File: config.mk
export PLATFORM = sky130hd
export DESIGN_NAME = ice_game_top
export DESIGN_NICKNAME = d
export VERILOG_FILES = /design/src/ice_geom_pkg.sv /design/src/ice_game_pkg.sv /design/src/key_decoder.sv /design/src/ground_map.sv /design/src/player_motion.sv /design/src/pickup_tracker.sv /design/src/game_fsm.sv /design/src/ice_game_top.sv
export VERILOG_INCLUDE_DIRS = /design/src
export SDC_FILE = /design/constraint.sdc
export NUM_CORES = 1
export LEC_CHECK = 0
export BUFFER_PORTS_ARGS = -buffer_cell sky130_fd_sc_hd__buf_2
export CAP_MARGIN = 20
export CORE_ASPECT_RATIO = 1.4
export CORE_MARGIN = 3
export CORE_UTILIZATION = 44
export DETAILED_ROUTE_END_ITERATION = 8
export PLACE_DENSITY_LB_ADDON = 0.25
export SYNTH_ARGS = -nofsm -noshare
export SYNTH_HDL_FRONTEND = slang
export SYNTH_HIERARCHICAL = 1
export SYNTH_SLANG_ARGS = --single-unit
File: constraint.sdc
create_clock -name clk -period 6.14 [get_ports clk]
set_input_delay 0.307 -clock clk [delete_from_list [all_inputs] [get_ports clk]]
set_output_delay 0.307 -clock clk [all_outputs]
set_load 0.02 [all_outputs]
File: src/ice_consts.svh
`ifndef ICE_CONSTS_SVH
`define ICE_CONSTS_SVH

// screen and map geometry
`define SCREEN_W            551
`define SCREEN_H            401
`define GROUND_NUM          50
`define BLOCK_W             25
`define BLOCK_H             25
`define FLOOR_Y             400
`define PLAT_LOW_Y          310
`define PLAT_HIGH_Y         230

// player box and spawn point
`define PLAYER_W            16
`define PLAYER_H            16
`define PLAYER_X0           10
`define PLAYER_Y0           267

// snowflakes sit in one column
`define SNOW_NUM            15
`define SNOW_X              144
`define SNOW_PITCH          26
`define SNOW_W              24
`define SNOW_H              26

// monsters
`define MONSTER_NUM         2
`define MONSTER0_X          250
`define MONSTER0_Y          197
`define MONSTER1_X          300
`define MONSTER1_Y          384
`define MONSTER_W           16
`define MONSTER_H           16
`define HEALTH_INIT         3

// scan codes
`define KEY_W               8'h1D
`define KEY_A               8'h1C
`define KEY_D               8'h23
`define KEY_R               8'h2D

// motion, in clock cycles per pixel
`define MOVE_PERIOD         4
`define JUMP_PERIOD_START   2
`define JUMP_PERIOD_END     6
`define FALL_PERIOD_START   6
`define FALL_PERIOD_MIN     2
// pixels travelled between two period changes
`define RAMP_PIXELS         4

`endif

File: src/ice_geom_pkg.sv
`default_nettype none

package ice_geom_pkg;

    typedef logic [9:0] xcoord_t;
    typedef logic [8:0] ycoord_t;

    // top-left corner of an object
    typedef struct packed {
        xcoord_t x;
        ycoord_t y;
    } pos_t;

    // player touches a block on that side
    typedef struct packed {
        logic below;
        logic above;
        logic right;
        logic left;
    } contact_t;

    // true when [a, a+a_len) and [b, b+b_len) share a pixel
    function automatic logic span_overlap(input int a, input int a_len,
                                          input int b, input int b_len);
        return (a < b + b_len) && (b < a + a_len);
    endfunction

endpackage

`default_nettype wire

File: src/ice_game_pkg.sv
`default_nettype none

package ice_game_pkg;

    typedef enum logic [1:0] {
        GS_START = 2'd0,
        GS_PLAY  = 2'd1,
        GS_WIN   = 2'd2,
        GS_LOSE  = 2'd3
    } game_state_e;

    // one make or break code from the keyboard
    typedef struct packed {
        logic [7:0] code;
        logic       released;
    } key_event_t;

    // direction keys currently held
    typedef struct packed {
        logic up;
        logic left;
        logic right;
    } move_cmd_t;

    typedef logic [3:0] score_t;
    typedef logic [3:0] health_t;

endpackage

`default_nettype wire

File: src/key_decoder.sv
`timescale 1ns/10ps
`default_nettype none
`include "ice_consts.svh"

module key_decoder (
    input  logic                      clk,
    input  logic                      rst_n_i,
    input  ice_game_pkg::key_event_t  key_i,
    input  logic                      key_valid_i,
    output logic                      key_ready_o,
    output ice_game_pkg::move_cmd_t   move_cmd_o,
    output logic                      restart_o
);
    import ice_game_pkg::*;

    key_event_t evt_q;
    logic       evt_vld_q;
    logic       accept;

    // single holding slot, so ready drops while an event is applied
    assign key_ready_o = !evt_vld_q;
    assign accept      = key_valid_i && key_ready_o;

    always_ff @(posedge clk) begin
        if (accept) begin
            evt_q <= key_i;
        end
    end

    always_ff @(posedge clk) begin
        if (!rst_n_i) begin
            evt_vld_q  <= 1'b0;
            move_cmd_o <= '0;
            restart_o  <= 1'b0;
        end else begin
            evt_vld_q <= accept;
            restart_o <= 1'b0;
            if (evt_vld_q) begin
                case (evt_q.code)
                    `KEY_W: move_cmd_o.up    <= !evt_q.released;
                    `KEY_A: move_cmd_o.left  <= !evt_q.released;
                    `KEY_D: move_cmd_o.right <= !evt_q.released;
                    `KEY_R: begin
                        // restart also drops any held direction
                        if (!evt_q.released) begin
                            restart_o  <= 1'b1;
                            move_cmd_o <= '0;
                        end
                    end
                    default: ;
                endcase
            end
        end
    end

endmodule

`default_nettype wire

File: src/ground_map.sv
`timescale 1ns/10ps
`default_nettype none
`include "ice_consts.svh"

module ground_map (
    input  logic                    clk,
    input  logic                    rst_n_i,
    input  ice_geom_pkg::pos_t      player_pos_i,
    input  logic                    restart_i,
    output ice_geom_pkg::contact_t  contact_o,
    output logic [`GROUND_NUM-1:0]  iced_o,
    output logic                    all_iced_o
);
    import ice_geom_pkg::*;

    // row segments of the map, left to right
    localparam int FLOOR_CNT = 22;
    localparam int LOW_CNT   = 7;
    localparam int LOW_A_X   = 100;
    localparam int LOW_B_X   = 300;
    localparam int HIGH_X    = 200;

    function automatic int block_x(input int i);
        if (i < FLOOR_CNT) begin
            return `BLOCK_W * i;
        end else if (i < FLOOR_CNT + LOW_CNT) begin
            return LOW_A_X + `BLOCK_W * (i - FLOOR_CNT);
        end else if (i < FLOOR_CNT + 2 * LOW_CNT) begin
            return LOW_B_X + `BLOCK_W * (i - FLOOR_CNT - LOW_CNT);
        end
        return HIGH_X + `BLOCK_W * (i - FLOOR_CNT - 2 * LOW_CNT);
    endfunction

    function automatic int block_y(input int i);
        if (i < FLOOR_CNT) begin
            return `FLOOR_Y;
        end else if (i < FLOOR_CNT + 2 * LOW_CNT) begin
            return `PLAT_LOW_Y;
        end
        return `PLAT_HIGH_Y;
    endfunction

    int                     px;
    int                     py;
    logic [`GROUND_NUM-1:0] hit_below;
    logic [`GROUND_NUM-1:0] hit_above;
    logic [`GROUND_NUM-1:0] hit_right;
    logic [`GROUND_NUM-1:0] hit_left;

    assign px = int'(player_pos_i.x);
    assign py = int'(player_pos_i.y);

    // edge contact per block, faces flush and the other axis overlapping
    for (genvar i = 0; i < `GROUND_NUM; i++) begin : g_block
        localparam int BX = block_x(i);
        localparam int BY = block_y(i);
        logic h_ovl;
        logic v_ovl;

        assign h_ovl        = span_overlap(px, `PLAYER_W, BX, `BLOCK_W);
        assign v_ovl        = span_overlap(py, `PLAYER_H, BY, `BLOCK_H);
        assign hit_below[i] = h_ovl && (py + `PLAYER_H == BY);
        assign hit_above[i] = h_ovl && (py == BY + `BLOCK_H);
        assign hit_right[i] = v_ovl && (px + `PLAYER_W == BX);
        assign hit_left[i]  = v_ovl && (px == BX + `BLOCK_W);
    end

    always_ff @(posedge clk) begin
        if (!rst_n_i || restart_i) begin
            contact_o <= '0;
            iced_o    <= '0;
        end else begin
            contact_o <= '{below: |hit_below, above: |hit_above,
                           right: |hit_right, left: |hit_left};
            // standing on a block ices it for good
            iced_o    <= iced_o | hit_below;
        end
    end

    assign all_iced_o = &iced_o;

endmodule

`default_nettype wire

File: src/player_motion.sv
`timescale 1ns/10ps
`default_nettype none
`include "ice_consts.svh"

module player_motion (
    input  logic                       clk,
    input  logic                       rst_n_i,
    input  ice_game_pkg::game_state_e  game_state_i,
    input  ice_game_pkg::move_cmd_t    move_cmd_i,
    input  ice_geom_pkg::contact_t     contact_i,
    input  logic                       restart_i,
    output ice_geom_pkg::pos_t         player_pos_o
);
    import ice_geom_pkg::*;
    import ice_game_pkg::*;

    pos_t       pos_q;
    logic [3:0] h_cnt_q;
    logic [3:0] v_cnt_q;
    logic [3:0] jump_per_q;
    logic [3:0] fall_per_q;
    // pixels since the last period change
    logic [3:0] ramp_q;
    logic       jump_q;
    logic       moved_q;

    logic       playing;
    logic       go_left;
    logic       go_right;
    logic       h_run;
    logic       rising;
    logic       falling;
    logic       v_run;
    logic [3:0] v_per;
    logic       h_due;
    logic       v_due;
    logic       h_step;
    logic       v_step;
    logic       jump_go;

    assign playing  = game_state_i == GS_PLAY;
    // right wins when both directions are held
    assign go_left  = move_cmd_i.left && !move_cmd_i.right && !contact_i.left;
    assign go_right = move_cmd_i.right && !contact_i.right;
    assign h_run    = playing && (go_left || go_right);
    assign rising   = playing && jump_q && !contact_i.above;
    assign falling  = playing && !jump_q && !contact_i.below;
    assign v_run    = rising || falling;
    assign v_per    = jump_q ? jump_per_q : fall_per_q;
    assign h_due    = h_cnt_q == 4'(`MOVE_PERIOD - 1);
    assign v_due    = v_cnt_q == v_per - 4'd1;

    // one pixel per step, then a quiet cycle so contact catches up
    assign h_step  = h_run && h_due && !moved_q;
    assign v_step  = v_run && v_due && !moved_q && !h_step;
    assign jump_go = playing && !jump_q && move_cmd_i.up && contact_i.below && !moved_q;

    always_ff @(posedge clk) begin
        if (!rst_n_i || restart_i) begin
            pos_q      <= '{x: xcoord_t'(`PLAYER_X0), y: ycoord_t'(`PLAYER_Y0)};
            h_cnt_q    <= '0;
            v_cnt_q    <= '0;
            jump_per_q <= 4'(`JUMP_PERIOD_START);
            fall_per_q <= 4'(`FALL_PERIOD_START);
            ramp_q     <= '0;
            jump_q     <= 1'b0;
            moved_q    <= 1'b0;
        end else begin
            moved_q <= h_step || v_step;

            // horizontal prescaler waits at its last count while blocked
            if (!h_run) begin
                h_cnt_q <= '0;
            end else if (h_step) begin
                h_cnt_q <= '0;
                pos_q.x <= go_left ? pos_q.x - 10'd1 : pos_q.x + 10'd1;
            end else if (!h_due) begin
                h_cnt_q <= h_cnt_q + 4'd1;
            end

            if (jump_go) begin
                jump_q     <= 1'b1;
                jump_per_q <= 4'(`JUMP_PERIOD_START);
                ramp_q     <= '0;
                v_cnt_q    <= '0;
            end else if (jump_q && contact_i.above) begin
                // head hit a block, drop from here
                jump_q  <= 1'b0;
                ramp_q  <= '0;
                v_cnt_q <= '0;
            end else if (!v_run) begin
                v_cnt_q    <= '0;
                ramp_q     <= '0;
                fall_per_q <= 4'(`FALL_PERIOD_START);
            end else if (v_step) begin
                v_cnt_q <= '0;
                pos_q.y <= rising ? pos_q.y - 9'd1 : pos_q.y + 9'd1;
                if (ramp_q == 4'(`RAMP_PIXELS - 1)) begin
                    ramp_q <= '0;
                    // rising slows down, falling speeds up
                    if (rising) begin
                        jump_per_q <= jump_per_q + 4'd1;
                        if (jump_per_q + 4'd1 == 4'(`JUMP_PERIOD_END)) begin
                            jump_q <= 1'b0;
                        end
                    end else if (fall_per_q > 4'(`FALL_PERIOD_MIN)) begin
                        fall_per_q <= fall_per_q - 4'd1;
                    end
                end else begin
                    ramp_q <= ramp_q + 4'd1;
                end
            end else if (!v_due) begin
                v_cnt_q <= v_cnt_q + 4'd1;
            end
        end
    end

    assign player_pos_o = pos_q;

endmodule

`default_nettype wire

File: src/pickup_tracker.sv
`timescale 1ns/10ps
`default_nettype none
`include "ice_consts.svh"

module pickup_tracker (
    input  logic                       clk,
    input  logic                       rst_n_i,
    input  ice_geom_pkg::pos_t         player_pos_i,
    input  ice_game_pkg::game_state_e  game_state_i,
    input  logic                       restart_i,
    output ice_game_pkg::score_t       score_o,
    output ice_game_pkg::health_t      health_o,
    output logic [`MONSTER_NUM-1:0]    monster_frozen_o
);
    import ice_geom_pkg::*;
    import ice_game_pkg::*;

    int                      px;
    int                      py;
    logic                    playing;
    logic                    snow_col;
    logic [`SNOW_NUM-1:0]    snow_hit;
    logic [`SNOW_NUM-1:0]    snow_got_q;
    logic [`SNOW_NUM-1:0]    snow_new;
    logic [`MONSTER_NUM-1:0] mon_hit;
    logic [`MONSTER_NUM-1:0] mon_top;
    logic [`MONSTER_NUM-1:0] mon_hit_q;
    logic [`MONSTER_NUM-1:0] mon_new;
    logic [`MONSTER_NUM-1:0] mon_freeze;
    score_t                  snow_cnt;
    health_t                 dmg_cnt;

    assign px       = int'(player_pos_i.x);
    assign py       = int'(player_pos_i.y);
    assign playing  = game_state_i == GS_PLAY;
    assign snow_col = span_overlap(px, `PLAYER_W, `SNOW_X, `SNOW_W);

    for (genvar i = 0; i < `SNOW_NUM; i++) begin : g_snow
        assign snow_hit[i] = snow_col
            && span_overlap(py, `PLAYER_H, `SNOW_PITCH * i, `SNOW_H);
    end

    for (genvar i = 0; i < `MONSTER_NUM; i++) begin : g_monster
        localparam int MX = (i == 0) ? `MONSTER0_X : `MONSTER1_X;
        localparam int MY = (i == 0) ? `MONSTER0_Y : `MONSTER1_Y;
        logic h_ovl;

        assign h_ovl      = span_overlap(px, `PLAYER_W, MX, `MONSTER_W);
        assign mon_hit[i] = h_ovl && span_overlap(py, `PLAYER_H, MY, `MONSTER_H);
        // landing on its head freezes it
        assign mon_top[i] = h_ovl && (py + `PLAYER_H == MY);
    end

    always_comb begin
        snow_new   = playing ? (snow_hit & ~snow_got_q) : '0;
        mon_new    = playing ? (mon_hit & ~mon_hit_q & ~monster_frozen_o) : '0;
        mon_freeze = playing ? mon_top : '0;
        snow_cnt   = '0;
        dmg_cnt    = '0;
        // the player can span two snowflakes at once
        for (int i = 0; i < `SNOW_NUM; i++) begin
            snow_cnt = snow_cnt + score_t'(snow_new[i]);
        end
        for (int i = 0; i < `MONSTER_NUM; i++) begin
            dmg_cnt = dmg_cnt + health_t'(mon_new[i]);
        end
    end

    always_ff @(posedge clk) begin
        if (!rst_n_i || restart_i) begin
            snow_got_q       <= '0;
            mon_hit_q        <= '0;
            monster_frozen_o <= '0;
            score_o          <= '0;
            health_o         <= health_t'(`HEALTH_INIT);
        end else begin
            // overlap history gives the rising edge for damage
            mon_hit_q        <= mon_hit;
            snow_got_q       <= snow_got_q | snow_new;
            monster_frozen_o <= monster_frozen_o | mon_freeze;
            score_o          <= score_o + snow_cnt;
            health_o         <= (dmg_cnt >= health_o) ? '0 : health_o - dmg_cnt;
        end
    end

endmodule

`default_nettype wire

File: src/game_fsm.sv
`timescale 1ns/10ps
`default_nettype none
`include "ice_consts.svh"

module game_fsm (
    input  logic                       clk,
    input  logic                       rst_n_i,
    input  logic                       restart_i,
    input  ice_game_pkg::health_t      health_i,
    input  logic                       all_iced_i,
    output ice_game_pkg::game_state_e  game_state_o
);
    import ice_game_pkg::*;

    game_state_e state_q;
    game_state_e state_d;

    always_comb begin
        state_d = state_q;
        case (state_q)
            GS_START: begin
                if (restart_i) begin
                    state_d = GS_PLAY;
                end
            end
            GS_PLAY: begin
                // losing takes precedence over a last iced block
                if (health_i == '0) begin
                    state_d = GS_LOSE;
                end else if (all_iced_i) begin
                    state_d = GS_WIN;
                end
            end
            GS_WIN, GS_LOSE: begin
                if (restart_i) begin
                    state_d = GS_START;
                end
            end
            default: state_d = GS_START;
        endcase
    end

    always_ff @(posedge clk) begin
        if (!rst_n_i) begin
            state_q <= GS_START;
        end else begin
            state_q <= state_d;
        end
    end

    assign game_state_o = state_q;

endmodule

`default_nettype wire

File: src/ice_game_top.sv
`timescale 1ns/10ps
`default_nettype none
`include "ice_consts.svh"

module ice_game_top (
    input  logic                       clk,
    input  logic                       rst_n_i,
    input  ice_game_pkg::key_event_t   key_i,
    input  logic                       key_valid_i,
    output logic                       key_ready_o,
    output ice_geom_pkg::pos_t         player_pos_o,
    output ice_game_pkg::score_t       score_o,
    output ice_game_pkg::health_t      health_o,
    output logic [`GROUND_NUM-1:0]     iced_o,
    output logic [`MONSTER_NUM-1:0]    monster_frozen_o,
    output ice_game_pkg::game_state_e  game_state_o
);
    import ice_geom_pkg::*;
    import ice_game_pkg::*;

    move_cmd_t move_cmd;
    contact_t  contact;
    logic      restart_pulse;
    logic      all_iced;

    key_decoder u_key_decoder (
        .clk         (clk),
        .rst_n_i     (rst_n_i),
        .key_i       (key_i),
        .key_valid_i (key_valid_i),
        .key_ready_o (key_ready_o),
        .move_cmd_o  (move_cmd),
        .restart_o   (restart_pulse)
    );

    ground_map u_ground_map (
        .clk          (clk),
        .rst_n_i      (rst_n_i),
        .player_pos_i (player_pos_o),
        .restart_i    (restart_pulse),
        .contact_o    (contact),
        .iced_o       (iced_o),
        .all_iced_o   (all_iced)
    );

    player_motion u_player_motion (
        .clk          (clk),
        .rst_n_i      (rst_n_i),
        .game_state_i (game_state_o),
        .move_cmd_i   (move_cmd),
        .contact_i    (contact),
        .restart_i    (restart_pulse),
        .player_pos_o (player_pos_o)
    );

    pickup_tracker u_pickup_tracker (
        .clk              (clk),
        .rst_n_i          (rst_n_i),
        .player_pos_i     (player_pos_o),
        .game_state_i     (game_state_o),
        .restart_i        (restart_pulse),
        .score_o          (score_o),
        .health_o         (health_o),
        .monster_frozen_o (monster_frozen_o)
    );

    game_fsm u_game_fsm (
        .clk          (clk),
        .rst_n_i      (rst_n_i),
        .restart_i    (restart_pulse),
        .health_i     (health_o),
        .all_iced_i   (all_iced),
        .game_state_o (game_state_o)
    );

endmodule

`default_nettype wire

==> impl_metrics.json, run 1 <==
{
  "die_w_um": 137,
  "cp.required_ns": 6.44,
  "min_to": "u_key_decoder/evt_q[3]$_DFFE_PP_",
  "numCtsBuffers": 17,
  "fp-row-count": 66,
  "cts_root_buf": "clkbuf_16",
  "num_vias": 11200,
  "slew_viol_final": 0,
  "clock_path_buffers": 2,
  "fin_skew_ns": 0.0121,
  "syn_nets": 1472,
  "core_area_mm2": 0.0235,
  "holdPathStages": 1,
  "timing.final.crit_share_pct": 93.3,
  "arrival_ns": 6.03,
  "hold_buffers": 0,
  "cp_cell_sequence": "inv_1 -> ha_1 -> a211o_1 -> a2111oi_4 -> nand3_1 -> or4_1 -> fa_1 -> fa_1 -> fa_1 -> fa_1 -> inv_1 -> ha_1 -> a21o_1 -> a21oi_1 -> xnor2_1 -> nor2_1",
  "grtUsageTotal_pct": 27.5,
  "critPathMaxStageDelay_ns": 0.63,
  "timing.rr.end": "u_pickup_tracker/score_o[3]$_SDFF_PP0_",
  "antenna_found_initial": 0,
  "vias_per_cell": 6.30,
  "area_growth_pct": 13.1,
  "place_hpwl_mm": 26.1,
  "drc_errors": 0,
  "start_kind": "flip-flop",
  "worst_slew_pin_slew_ns": 1.16,
  "port_buffers": 93,
  "die_area_mm2": 0.0260,
  "final-hold-violation-count": 0,
  "setup_viol": 0,
  "avgSynthCellArea_um2": 7.64,
  "cp_slowest_cell": "or4_1",
  "final_core_util_pct": 51.2,
  "io_pins": 94,
  "r2r_setup_slack_ns": 0.41,
  "reg2reg_depth": 16,
  "cts_tree": "built",
  "first_pass_iters": 6,
  "leakage_nw": 4.86,
  "wl_mm": 36.1,
  "synthArstFlopShare_pct": 0,
  "synth_seq_cells": 138,
  "synth_area_mm2": 0.0106,
  "antenna_cells": 0,
  "place_congestion": 0.975,
  "path_common_cell": "fa_1",
  "ys_seq_area_share_pct": 26.9,
  "synth_cells": 1389,
  "ys.flop_type": "dfxtp_1",
  "cap_violations": 0,
  "netlist_top_cells_area": "dfxtp_1, ha_1, a21oi_1",
  "ir_worst_vdd_mv": 0.179,
  "cp_max_fo": 12,
  "ctsResizeCount": 0,
  "cp-end-kind": "flip-flop",
  "initial_core_util_pct": 45.2,
  "yosys.area.top_type": "dfxtp_1",
  "powerDensity_mw_per_mm2": 167,
  "die_h_um": 190,
  "wl_per_cell_um": 20.4,
  "drive_gt1_share_pct": 13.8,
  "worstSkewPairLatency_ns": 0.44,
  "drtAntennaViolNets": 0,
  "slew_headroom_pct": 23.0,
  "clock-sinks": 138,
  "instances_no_fill": 1772,
  "r2r-start": "u_player_motion/player_pos_o[13]$_SDFFE_PP0P_",
  "grt_pass1_wl_mm": 56.8,
  "min-delay-start": "key_i[3]",
  "cts.clk_slew.worst_paths_ns": 0.07,
  "gr-total-overflow": 0,
  "grt_pass1_vias": 10600,
  "place_inst": 1739,
  "status": "completed",
  "path_class": "reg -> reg",
  "hold_path_class": "in -> reg",
  "cts_setup_buffers": 0,
  "ys_warn_count": 6,
  "period_minus_slack_ns": 5.73,
  "synth_top_area_share_pct": 24.4,
  "htreeDepth": 4,
  "grt_setup_unrepaired": "false",
  "drt_iter0_drc": 1149,
  "setup-tns-final_ns": 0,
  "synth_cell_types": 101,
  "fmax_mhz": 175,
  "synth-edff-count": 9,
  "fin_nets": 1536,
  "grt_start_max_net_pins": 58
}
==> stage by stage <==
step	setup WS (ns)	area [µm²]	power [mW]	hold slack, ns
floorplan	0.687	10600	0.954	0.406
global placement	0.477	11400	0.965	0.434
detailed placement	0.431	11400	0.965	0.437
CTS	0.406	12000	2.02	0.0349
global route	0.0646	12000	2.06	0.0346
finish	0.413	12000	2.00	0.0539
==> layout make-up <==
class | instances | area, µm²
Sequential cell | 138 | 2850
Clock buffer | 17 | 425
Inverter | 62 | 233
Clock inverter | 15 | 179
Fill cell | 2357 | 11500
Multi-Input combinational cell | 1102 | 7150
Timing Repair Buffer | 132 | 771
Tap cell | 306 | 383
==> flip-flops by register name, summed over array words and instances (netlist names), 9 cells and up <==
register                      cells
u_ground_map/iced_o              50
u_player_motion/player_pos_o     19
u_pickup_tracker/snow_got_q      15
u_key_decoder/evt_q               9
==> critical path: cells and delay by family, from the launching register on <==
family          cells  cell delay [ns]
compound gates      4             1.27
xor+xnor            1             0.13
fa+ha+maj           6             2.45
buf+inv             2             0.20
flops               1             0.43
simple gates        3             1.10
==> synthesized netlist by cell type, types with 10 or more instances <==
| master | instances |
|---|---|
| o21a_1 | 11 |
| inv_1 | 61 |
| nand2_1 | 130 |
| ha_1 | 57 |
| mux2i_1 | 16 |
| a211oi_1 | 11 |
| and3_1 | 12 |
| nor3_1 | 38 |
| a31oi_1 | 21 |
| o211ai_1 | 13 |
| fa_1 | 14 |
| clkbuf_1 | 65 |
| nor2_1 | 142 |
| nand3_1 | 56 |
| o22ai_1 | 12 |
| dfxtp_1 | 129 |
| xnor2_1 | 27 |
| buf_2 | 10 |
| o21ai_0 | 69 |
| nand2b_1 | 22 |
| o31ai_1 | 14 |
| nand4_1 | 30 |
| a21o_1 | 11 |
| and2_1 | 23 |
| or3_1 | 19 |
| a21oi_1 | 125 |
| nor4_1 | 18 |
| nor2b_1 | 22 |
==> power by group <==
group / internal, mW / switching [mW] / leakage [nW]
combinational: 0.0107 / 0.0235 / 3.45
clock: 0.614 / 0.439 / 0.291
sequential: 0.909 / 0.00384 / 1.13
total: 1.53 / 0.466 / 4.86
==> cell families (layout without fill, tap and decap cells) <==
logic type | count (synthesis) | count (layout) | synth area share (%)
XOR/XNOR | 35 | 35 | 3.03
AND/OR/NAND/NOR | 583 | 583 | 28.5
buffers and inverters | 149 | 226 | 5.82
multiplexers | 17 | 17 | 1.62
adder cells (fa/ha/maj) | 71 | 71 | 9.37
flip-flops | 138 | 138 | 26.9
AO/OA/AOI/OAI | 396 | 396 | 24.8
==> metal layers <==
| layer | wire length [µm] | global-route usage [%] | share of wire [%] |
|---|---|---|---|
| met3 | 2100 | 4.50 | 5.8 |
| met4 | 2220 | 16.3 | 6.2 |
| met5 | 0 | 0 | 0 |
| met2 | 17700 | 46.1 | 49 |
| met1 | 14100 | 32.7 | 39 |
==> worst max-delay path by stage <==
| stage | cells after the start | endpoint | startpoint | slack (ns) |
|---|---|---|---|---|
| final | 16 | u_pickup_tracker/score_o[3]$_SDFF_PP0_ | u_player_motion/player_pos_o[13]$_SDFFE_PP0P_ | 0.41 |
| after CTS | 16 | u_pickup_tracker/score_o[3]$_SDFF_PP0_ | u_player_motion/player_pos_o[13]$_SDFFE_PP0P_ | 0.41 |
| after detailed placement | 16 | u_pickup_tracker/score_o[3]$_SDFF_PP0_ | u_player_motion/player_pos_o[13]$_SDFFE_PP0P_ | 0.43 |
| after global placement | 16 | u_pickup_tracker/score_o[3]$_SDFF_PP0_ | u_player_motion/player_pos_o[13]$_SDFFE_PP0P_ | 0.48 |
| after global routing | 16 | u_pickup_tracker/score_o[3]$_SDFF_PP0_ | u_player_motion/player_pos_o[13]$_SDFFE_PP0P_ | 0.06 |
| after floorplan | 18 | u_pickup_tracker/score_o[3]$_SDFF_PP0_ | u_player_motion/player_pos_o[13]$_SDFFE_PP0P_ | 0.69 |
==> placed cells by master (no fill, tap or decap), types with 13 or more instances in the layout <==
cell type and count:
nand2_1 130, o21ai_0 69, a31oi_1 21, buf_2 93, nor2_1 142, o31ai_1 14, mux2i_1 16, o211ai_1 13
inv_1 61, nand2b_1 21, dfxtp_1 129, nor3_1 38, nor4_1 18, nand4_1 30, buf_4 38, clkbuf_16 17
fa_1 14, and2_1 23, nand3_1 56, a21oi_1 125, nor2b_1 22, xnor2_1 27, ha_1 57, or3_1 19
No activity file was read; power rests on OpenSTA's default activity.
==> run 2: changes to the inputs <==
--- a/config.mk
+++ b/config.mk
@@ -9,9 +9,9 @@
 export BUFFER_PORTS_ARGS = -buffer_cell sky130_fd_sc_hd__buf_2
 export CAP_MARGIN = 20
 export CORE_ASPECT_RATIO = 1.4
-export CORE_MARGIN = 3
 export CORE_UTILIZATION = 44
 export DETAILED_ROUTE_END_ITERATION = 8
+export MAX_ROUTING_LAYER = met4
 export PLACE_DENSITY_LB_ADDON = 0.25
 export SYNTH_ARGS = -nofsm -noshare
 export SYNTH_HDL_FRONTEND = slang
==> impl_metrics.json, run 2 (synthesis results as in run 1) <==
{
  "status": "completed",
  "holdPathStages": 1,
  "antenna_found_initial": 0,
  "hold_buffers": 0,
  "numCtsBuffers": 17,
  "wl_per_cell_um": 20.9,
  "cap_violations": 0,
  "grt_pass1_wl_mm": 58.5,
  "setup_viol": 0,
  "period_minus_slack_ns": 5.62,
  "crit_family": "adder cells",
  "place_congestion": 1.02,
  "timing.rr.end": "u_pickup_tracker/score_o[2]$_SDFF_PP0_",
  "setup-tns-final_ns": 0,
  "min_to": "u_key_decoder/evt_q[7]$_DFFE_PP_",
  "grtUsageTotal_pct": 31.2,
  "initial_core_util_pct": 45.2,
  "cp_slowest_cell": "a2111oi_4",
  "drt_iter0_drc": 1048,
  "worstSkewPairLatency_ns": 0.44,
  "port_buffers": 93,
  "timing.final.crit_share_pct": 91.5,
  "drc_errors": 0,
  "reg2reg_depth": 17,
  "cts_tree": "built",
  "cp_cell_sequence": "buf_4 -> ha_1 -> a211o_1 -> a2111oi_4 -> and2_1 -> nand3_1 -> nor4b_1 -> fa_1 -> fa_1 -> inv_1 -> fa_1 -> fa_1 -> inv_1 -> ha_1 -> fa_1 -> xnor2_1 -> nor2_1",
  "path_common_cell": "fa_1",
  "core_area_mm2": 0.0235,
  "largest-register": "u_ground_map/iced_o",
  "r2r_setup_slack_ns": 0.52,
  "clock_path_buffers": 2,
  "num_vias": 11100,
  "cts.clk_slew.worst_paths_ns": 0.07,
  "vias_per_cell": 6.28,
  "ctsResizeCount": 0,
  "cts_setup_buffers": 0,
  "first_pass_iters": 5,
  "cts_root_buf": "clkbuf_16",
  "cp.required_ns": 6.44,
  "slew_headroom_pct": 23.4,
  "die_area_mm2": 0.0247,
  "io_pins": 94,
  "slew_viol_final": 0,
  "worst_slew_pin_slew_ns": 1.12,
  "fin_nets": 1534,
  "cp_max_fo": 11,
  "arrival_ns": 5.92,
  "path_depth": 17,
  "start_kind": "flip-flop",
  "powerDensity_mw_per_mm2": 165,
  "die_h_um": 186,
  "min-delay-start": "key_i[7]",
  "htreeDepth": 4,
  "gr-total-overflow": 0,
  "final-hold-violation-count": 0,
  "ir_worst_vdd_mv": 0.199,
  "area_growth_pct": 12.7,
  "critPathMaxStageDelay_ns": 0.63,
  "cp-end-kind": "flip-flop",
  "fmax_mhz": 178,
  "die_w_um": 133,
  "wl_mm": 37.0,
  "fin_skew_ns": 0.0113,
  "antenna_cells": 0,
  "grt_setup_unrepaired": "false",
  "layout_commonest_cell": "nor2_1",
  "clock-sinks": 138,
  "crit_buf_inv": 3,
  "grt_pass1_vias": 10800,
  "hold_path_class": "in -> reg",
  "path_class": "reg -> reg",
  "largest_reg_flops": 50,
  "r2r-start": "u_player_motion/player_pos_o[14]$_SDFFE_PP0P_",
  "drive_gt1_share_pct": 13.7,
  "leakage_nw": 4.84,
  "grt_start_max_net_pins": 58,
  "fp-row-count": 66,
  "place_hpwl_mm": 26.9,
  "power_mw": 1.97,
  "hold_ws_ns": 0.0529,
  "mostFrequentLayoutCells": "nor2_1, nand2_1, dfxtp_1, a21oi_1, buf_2",
  "drtAntennaViolNets": 0
}
[run 2: worst max path at each step]
| stage | from | end |
|---|---|---|
| 6_report | u_player_motion/player_pos_o[14]$_SDFFE_PP0P_ | u_pickup_tracker/score_o[2]$_SDFF_PP0_ |
| 5_1_grt | u_player_motion/player_pos_o[14]$_SDFFE_PP0P_ | u_pickup_tracker/score_o[2]$_SDFF_PP0_ |
| 3_3_place_gp | u_player_motion/player_pos_o[14]$_SDFFE_PP0P_ | u_pickup_tracker/score_o[3]$_SDFF_PP0_ |
| 3_5_place_dp | u_player_motion/player_pos_o[14]$_SDFFE_PP0P_ | u_pickup_tracker/score_o[2]$_SDFF_PP0_ |
| 2_1_floorplan | u_player_motion/player_pos_o[13]$_SDFFE_PP0P_ | u_pickup_tracker/score_o[3]$_SDFF_PP0_ |
| 4_1_cts | u_player_motion/player_pos_o[14]$_SDFFE_PP0P_ | u_pickup_tracker/score_o[2]$_SDFF_PP0_ |
[run 2: layout make-up]
type / instances / area (µm²)
Clock buffer: 17 / 425
Sequential cell: 138 / 2850
Inverter: 62 / 233
Tap cell: 306 / 383
Fill cell: 2394 / 11500
Multi-Input combinational cell: 1102 / 7150
Clock inverter: 15 / 158
Timing Repair Buffer: 130 / 743
[run 2: through the flow]
step | area [µm²] | std cells | utilization [%] | setup slack [ns]
floorplan | 10600 | 1389 | - | 0.687
global placement | 11400 | 1738 | 48.5 | 0.670
detailed placement | 11400 | 1738 | 48.5 | 0.591
CTS | 11900 | 1770 | 50.9 | 0.586
global route | 11900 | 1770 | 50.9 | 0.200
finish | 11900 | 1770 | 50.9 | 0.520
[run 2: power breakdown]
group	total [mW]	internal (mW)	leakage, nW	switching (mW)
Combinational	0.0325	0.00985	3.43	0.0227
Sequential	0.913	0.909	1.13	0.00374
Clock	1.02	0.574	0.286	0.448
Total	1.97	1.49	4.84	0.474
[run 2: routing by layer]
metal | track usage [%] | share of wire (%) | vias to the layer above
met3 | 3.79 | 5.8 | 128
li1 | - | - | 5201
met4 | 17.3 | 5.0 | 0
met5 | - | 0 | -
met2 | 53.9 | 50 | 519
met1 | 34.9 | 39 | 5261
==> run 3: changes to the inputs <==
--- a/config.mk
+++ b/config.mk
@@ -9,11 +9,11 @@
 export BUFFER_PORTS_ARGS = -buffer_cell sky130_fd_sc_hd__buf_2
 export CAP_MARGIN = 20
 export CORE_ASPECT_RATIO = 1.4
-export CORE_UTILIZATION = 44
+export CORE_UTILIZATION = 60
+export CTS_BUF_LIST = sky130_fd_sc_hd__clkbuf_8 sky130_fd_sc_hd__clkbuf_16
 export DETAILED_ROUTE_END_ITERATION = 8
 export MAX_ROUTING_LAYER = met4
 export PLACE_DENSITY_LB_ADDON = 0.25
 export SYNTH_ARGS = -nofsm -noshare
 export SYNTH_HDL_FRONTEND = slang
-export SYNTH_HIERARCHICAL = 1
 export SYNTH_SLANG_ARGS = --single-unit
==> impl_metrics.json, run 3 <==
{
  "status": "completed",
  "grt_setup_unrepaired": "false",
  "timing.final.crit_share_pct": 95.1,
  "fp-row-count": 54,
  "clock_path_buffers": 2,
  "slew_viol_final": 0,
  "ctsResizeCount": 0,
  "die_w_um": 108,
  "place_hpwl_mm": 24.3,
  "fin_skew_ns": 0.0184,
  "min_to": "u_key_decoder.evt_q[7]$_DFFE_PP_",
  "cts.clk_slew.worst_paths_ns": 0.07,
  "cp-end-kind": "flip-flop",
  "fmax_mhz": 171,
  "grt_start_max_net_pins": 90,
  "die_area_mm2": 0.0163,
  "antenna_found_initial": 1,
  "hold_path_class": "in -> reg",
  "synth_area_mm2": 0.00950,
  "synth_cells": 1236,
  "wl_per_cell_um": 22.4,
  "gr-total-overflow": 0,
  "cp_slowest_cell": "fa_1",
  "drive_gt1_share_pct": 15.2,
  "grt_pass1_wl_mm": 53.0,
  "core_area_mm2": 0.0155,
  "drt_iter0_drc": 1156,
  "clock-sinks": 138,
  "wl_mm": 34.2,
  "cts_root_buf": "clkbuf_16",
  "first_pass_iters": 8,
  "synth_cell_types": 78,
  "place_inst": 1495,
  "synthTopCellsByCount": "nor2_1, a21oi_1, dfxtp_1, nand2_1, o21ai_0",
  "num_vias": 10400,
  "cp_max_fo": 16,
  "drc_errors": 0,
  "slew_headroom_pct": 17.6,
  "cp_cell_sequence": "buf_6 -> inv_1 -> ha_1 -> a21oi_1 -> o21ai_1 -> a221oi_2 -> buf_4 -> and2b_1 -> and2b_2 -> o311a_1 -> ha_1 -> fa_1 -> fa_1 -> fa_1 -> inv_1 -> fa_1 -> inv_1 -> fa_1 -> a21o_1 -> a21oi_1 -> xnor2_1 -> nor2_1",
  "synth_top_area_share_pct": 27.2,
  "grtUsageTotal_pct": 44.2,
  "crit_buf_inv": 5,
  "leakage_nw": 4.53,
  "syn_nets": 1311,
  "initial_core_util_pct": 61.1,
  "avgSynthCellArea_um2": 7.69,
  "die_h_um": 151,
  "worst_slew_pin_slew_ns": 1.20,
  "ys_warn_count": 0,
  "cap_violations": 0,
  "largest-register": "u_ground_map.iced_o",
  "holdPathStages": 1,
  "r2r-start": "u_player_motion.player_pos_o[13]$_SDFFE_PP0P_",
  "critPathMaxStageDelay_ns": 0.57,
  "grt_pass1_vias": 9705,
  "drtAntennaViolNets": 0,
  "path_class": "reg -> reg",
  "hold_ws_ns": 0.0456,
  "setup_viol": 0,
  "crit_family": "adder cells",
  "startpoint": "u_player_motion.player_pos_o[13]$_SDFFE_PP0P_",
  "synth-edff-count": 9,
  "port_buffers": 93,
  "cts_setup_buffers": 0,
  "min-delay-start": "key_i[7]",
  "mostFrequentLayoutCells": "nor2_1, a21oi_1, dfxtp_1, nand2_1, buf_2",
  "reg2reg_depth": 22,
  "ys_seq_area_share_pct": 30.0,
  "fin_nets": 1393,
  "hold_buffers": 0,
  "worstSkewPairLatency_ns": 0.43,
  "power_mw": 1.96,
  "final-hold-violation-count": 0,
  "ir_worst_vdd_mv": 0.189,
  "path_depth": 22,
  "vias_per_cell": 6.79,
  "htreeDepth": 4,
  "setup-tns-final_ns": 0,
  "area_growth_pct": 14.4,
  "final_core_util_pct": 69.9,
  "numCtsBuffers": 17,
  "ys.flop_type": "dfxtp_1",
  "synthArstFlopShare_pct": 0,
  "yosys.area.top_type": "dfxtp_1",
  "powerDensity_mw_per_mm2": 180,
  "place_congestion": 1.09,
  "netlist_top_cells_area": "dfxtp_1, a21oi_1, ha_1",
  "period_minus_slack_ns": 5.84,
  "r2r_setup_slack_ns": 0.30,
  "start_kind": "flip-flop",
  "synth.most_common_cell": "nor2_1",
  "cts_tree": "built",
  "cp.required_ns": 6.42,
  "synth_seq_cells": 138,
  "arrival_ns": 6.12,
  "largest_reg_flops": 50,
  "instances_no_fill": 1529,
  "path_common_cell": "fa_1",
  "io_pins": 94,
  "timing.rr.end": "u_pickup_tracker.score_o[3]$_SDFF_PP0_"
}
run 3: how the worst max path moves through the flow:
stage                                                         to  slack, ns
final                     u_pickup_tracker.score_o[3]$_SDFF_PP0_       0.30
after CTS                 u_pickup_tracker.score_o[3]$_SDFF_PP0_       0.14
after floorplan           u_pickup_tracker.score_o[3]$_SDFF_PP0_       0.25
after detailed placement  u_pickup_tracker.score_o[3]$_SDFF_PP0_       0.17
after global placement    u_pickup_tracker.score_o[3]$_SDFF_PP0_       0.25
after global routing      u_pickup_tracker.score_o[3]$_SDFF_PP0_       0.02
run 3: area by class of cell:
class                      instances  area (µm²)
sequential                       138        2850
antenna                            2        5.00
inverter                          60         225
clock buffer                      17         425
fill                            1302        4680
clock inverter                    15         158
tap                              196         245
timing repair buffer             141         827
multi-input combinational        960        6120
run 3: where the power goes:
part	total (mW)	switching, mW	internal, mW
Clock	1.02	0.449	0.575
Sequential	0.912	0.00263	0.909
Combinational	0.0241	0.0190	0.00514
Total	1.96	0.471	1.49
run 3: metrics by stage:
| step | setup WS [ns] | instance area (µm²) |
|---|---|---|
| floorplan | 0.246 | 9500 |
| global route | 0.0179 | 10900 |
| finish | 0.300 | 10900 |
| CTS | 0.140 | 10800 |
| global placement | 0.248 | 10200 |
| detailed placement | 0.174 | 10300 |
run 3: cell families (layout without fill, tap and decap cells):
kind of cell | count (synthesis) | in the layout | synth area share (%)
AO/OA/AOI/OAI | 371 | 371 | 25.0
XOR/XNOR | 39 | 39 | 3.60
adder cells (fa/ha/maj) | 63 | 63 | 9.33
buffers and inverters | 138 | 233 | 5.89
flip-flops | 138 | 138 | 30.0
multiplexers | 10 | 10 | 1.07
other | 0 | 2 | 0
AND/OR/NAND/NOR | 477 | 477 | 25.1
run 3: per-layer routing:
metal / GRT usage (%) / part of all wire [%]
met1: 47.1 / 35
met4: 30.1 / 7.8
met5: - / 0
met2: 69.4 / 48
met3: 14.5 / 9.6
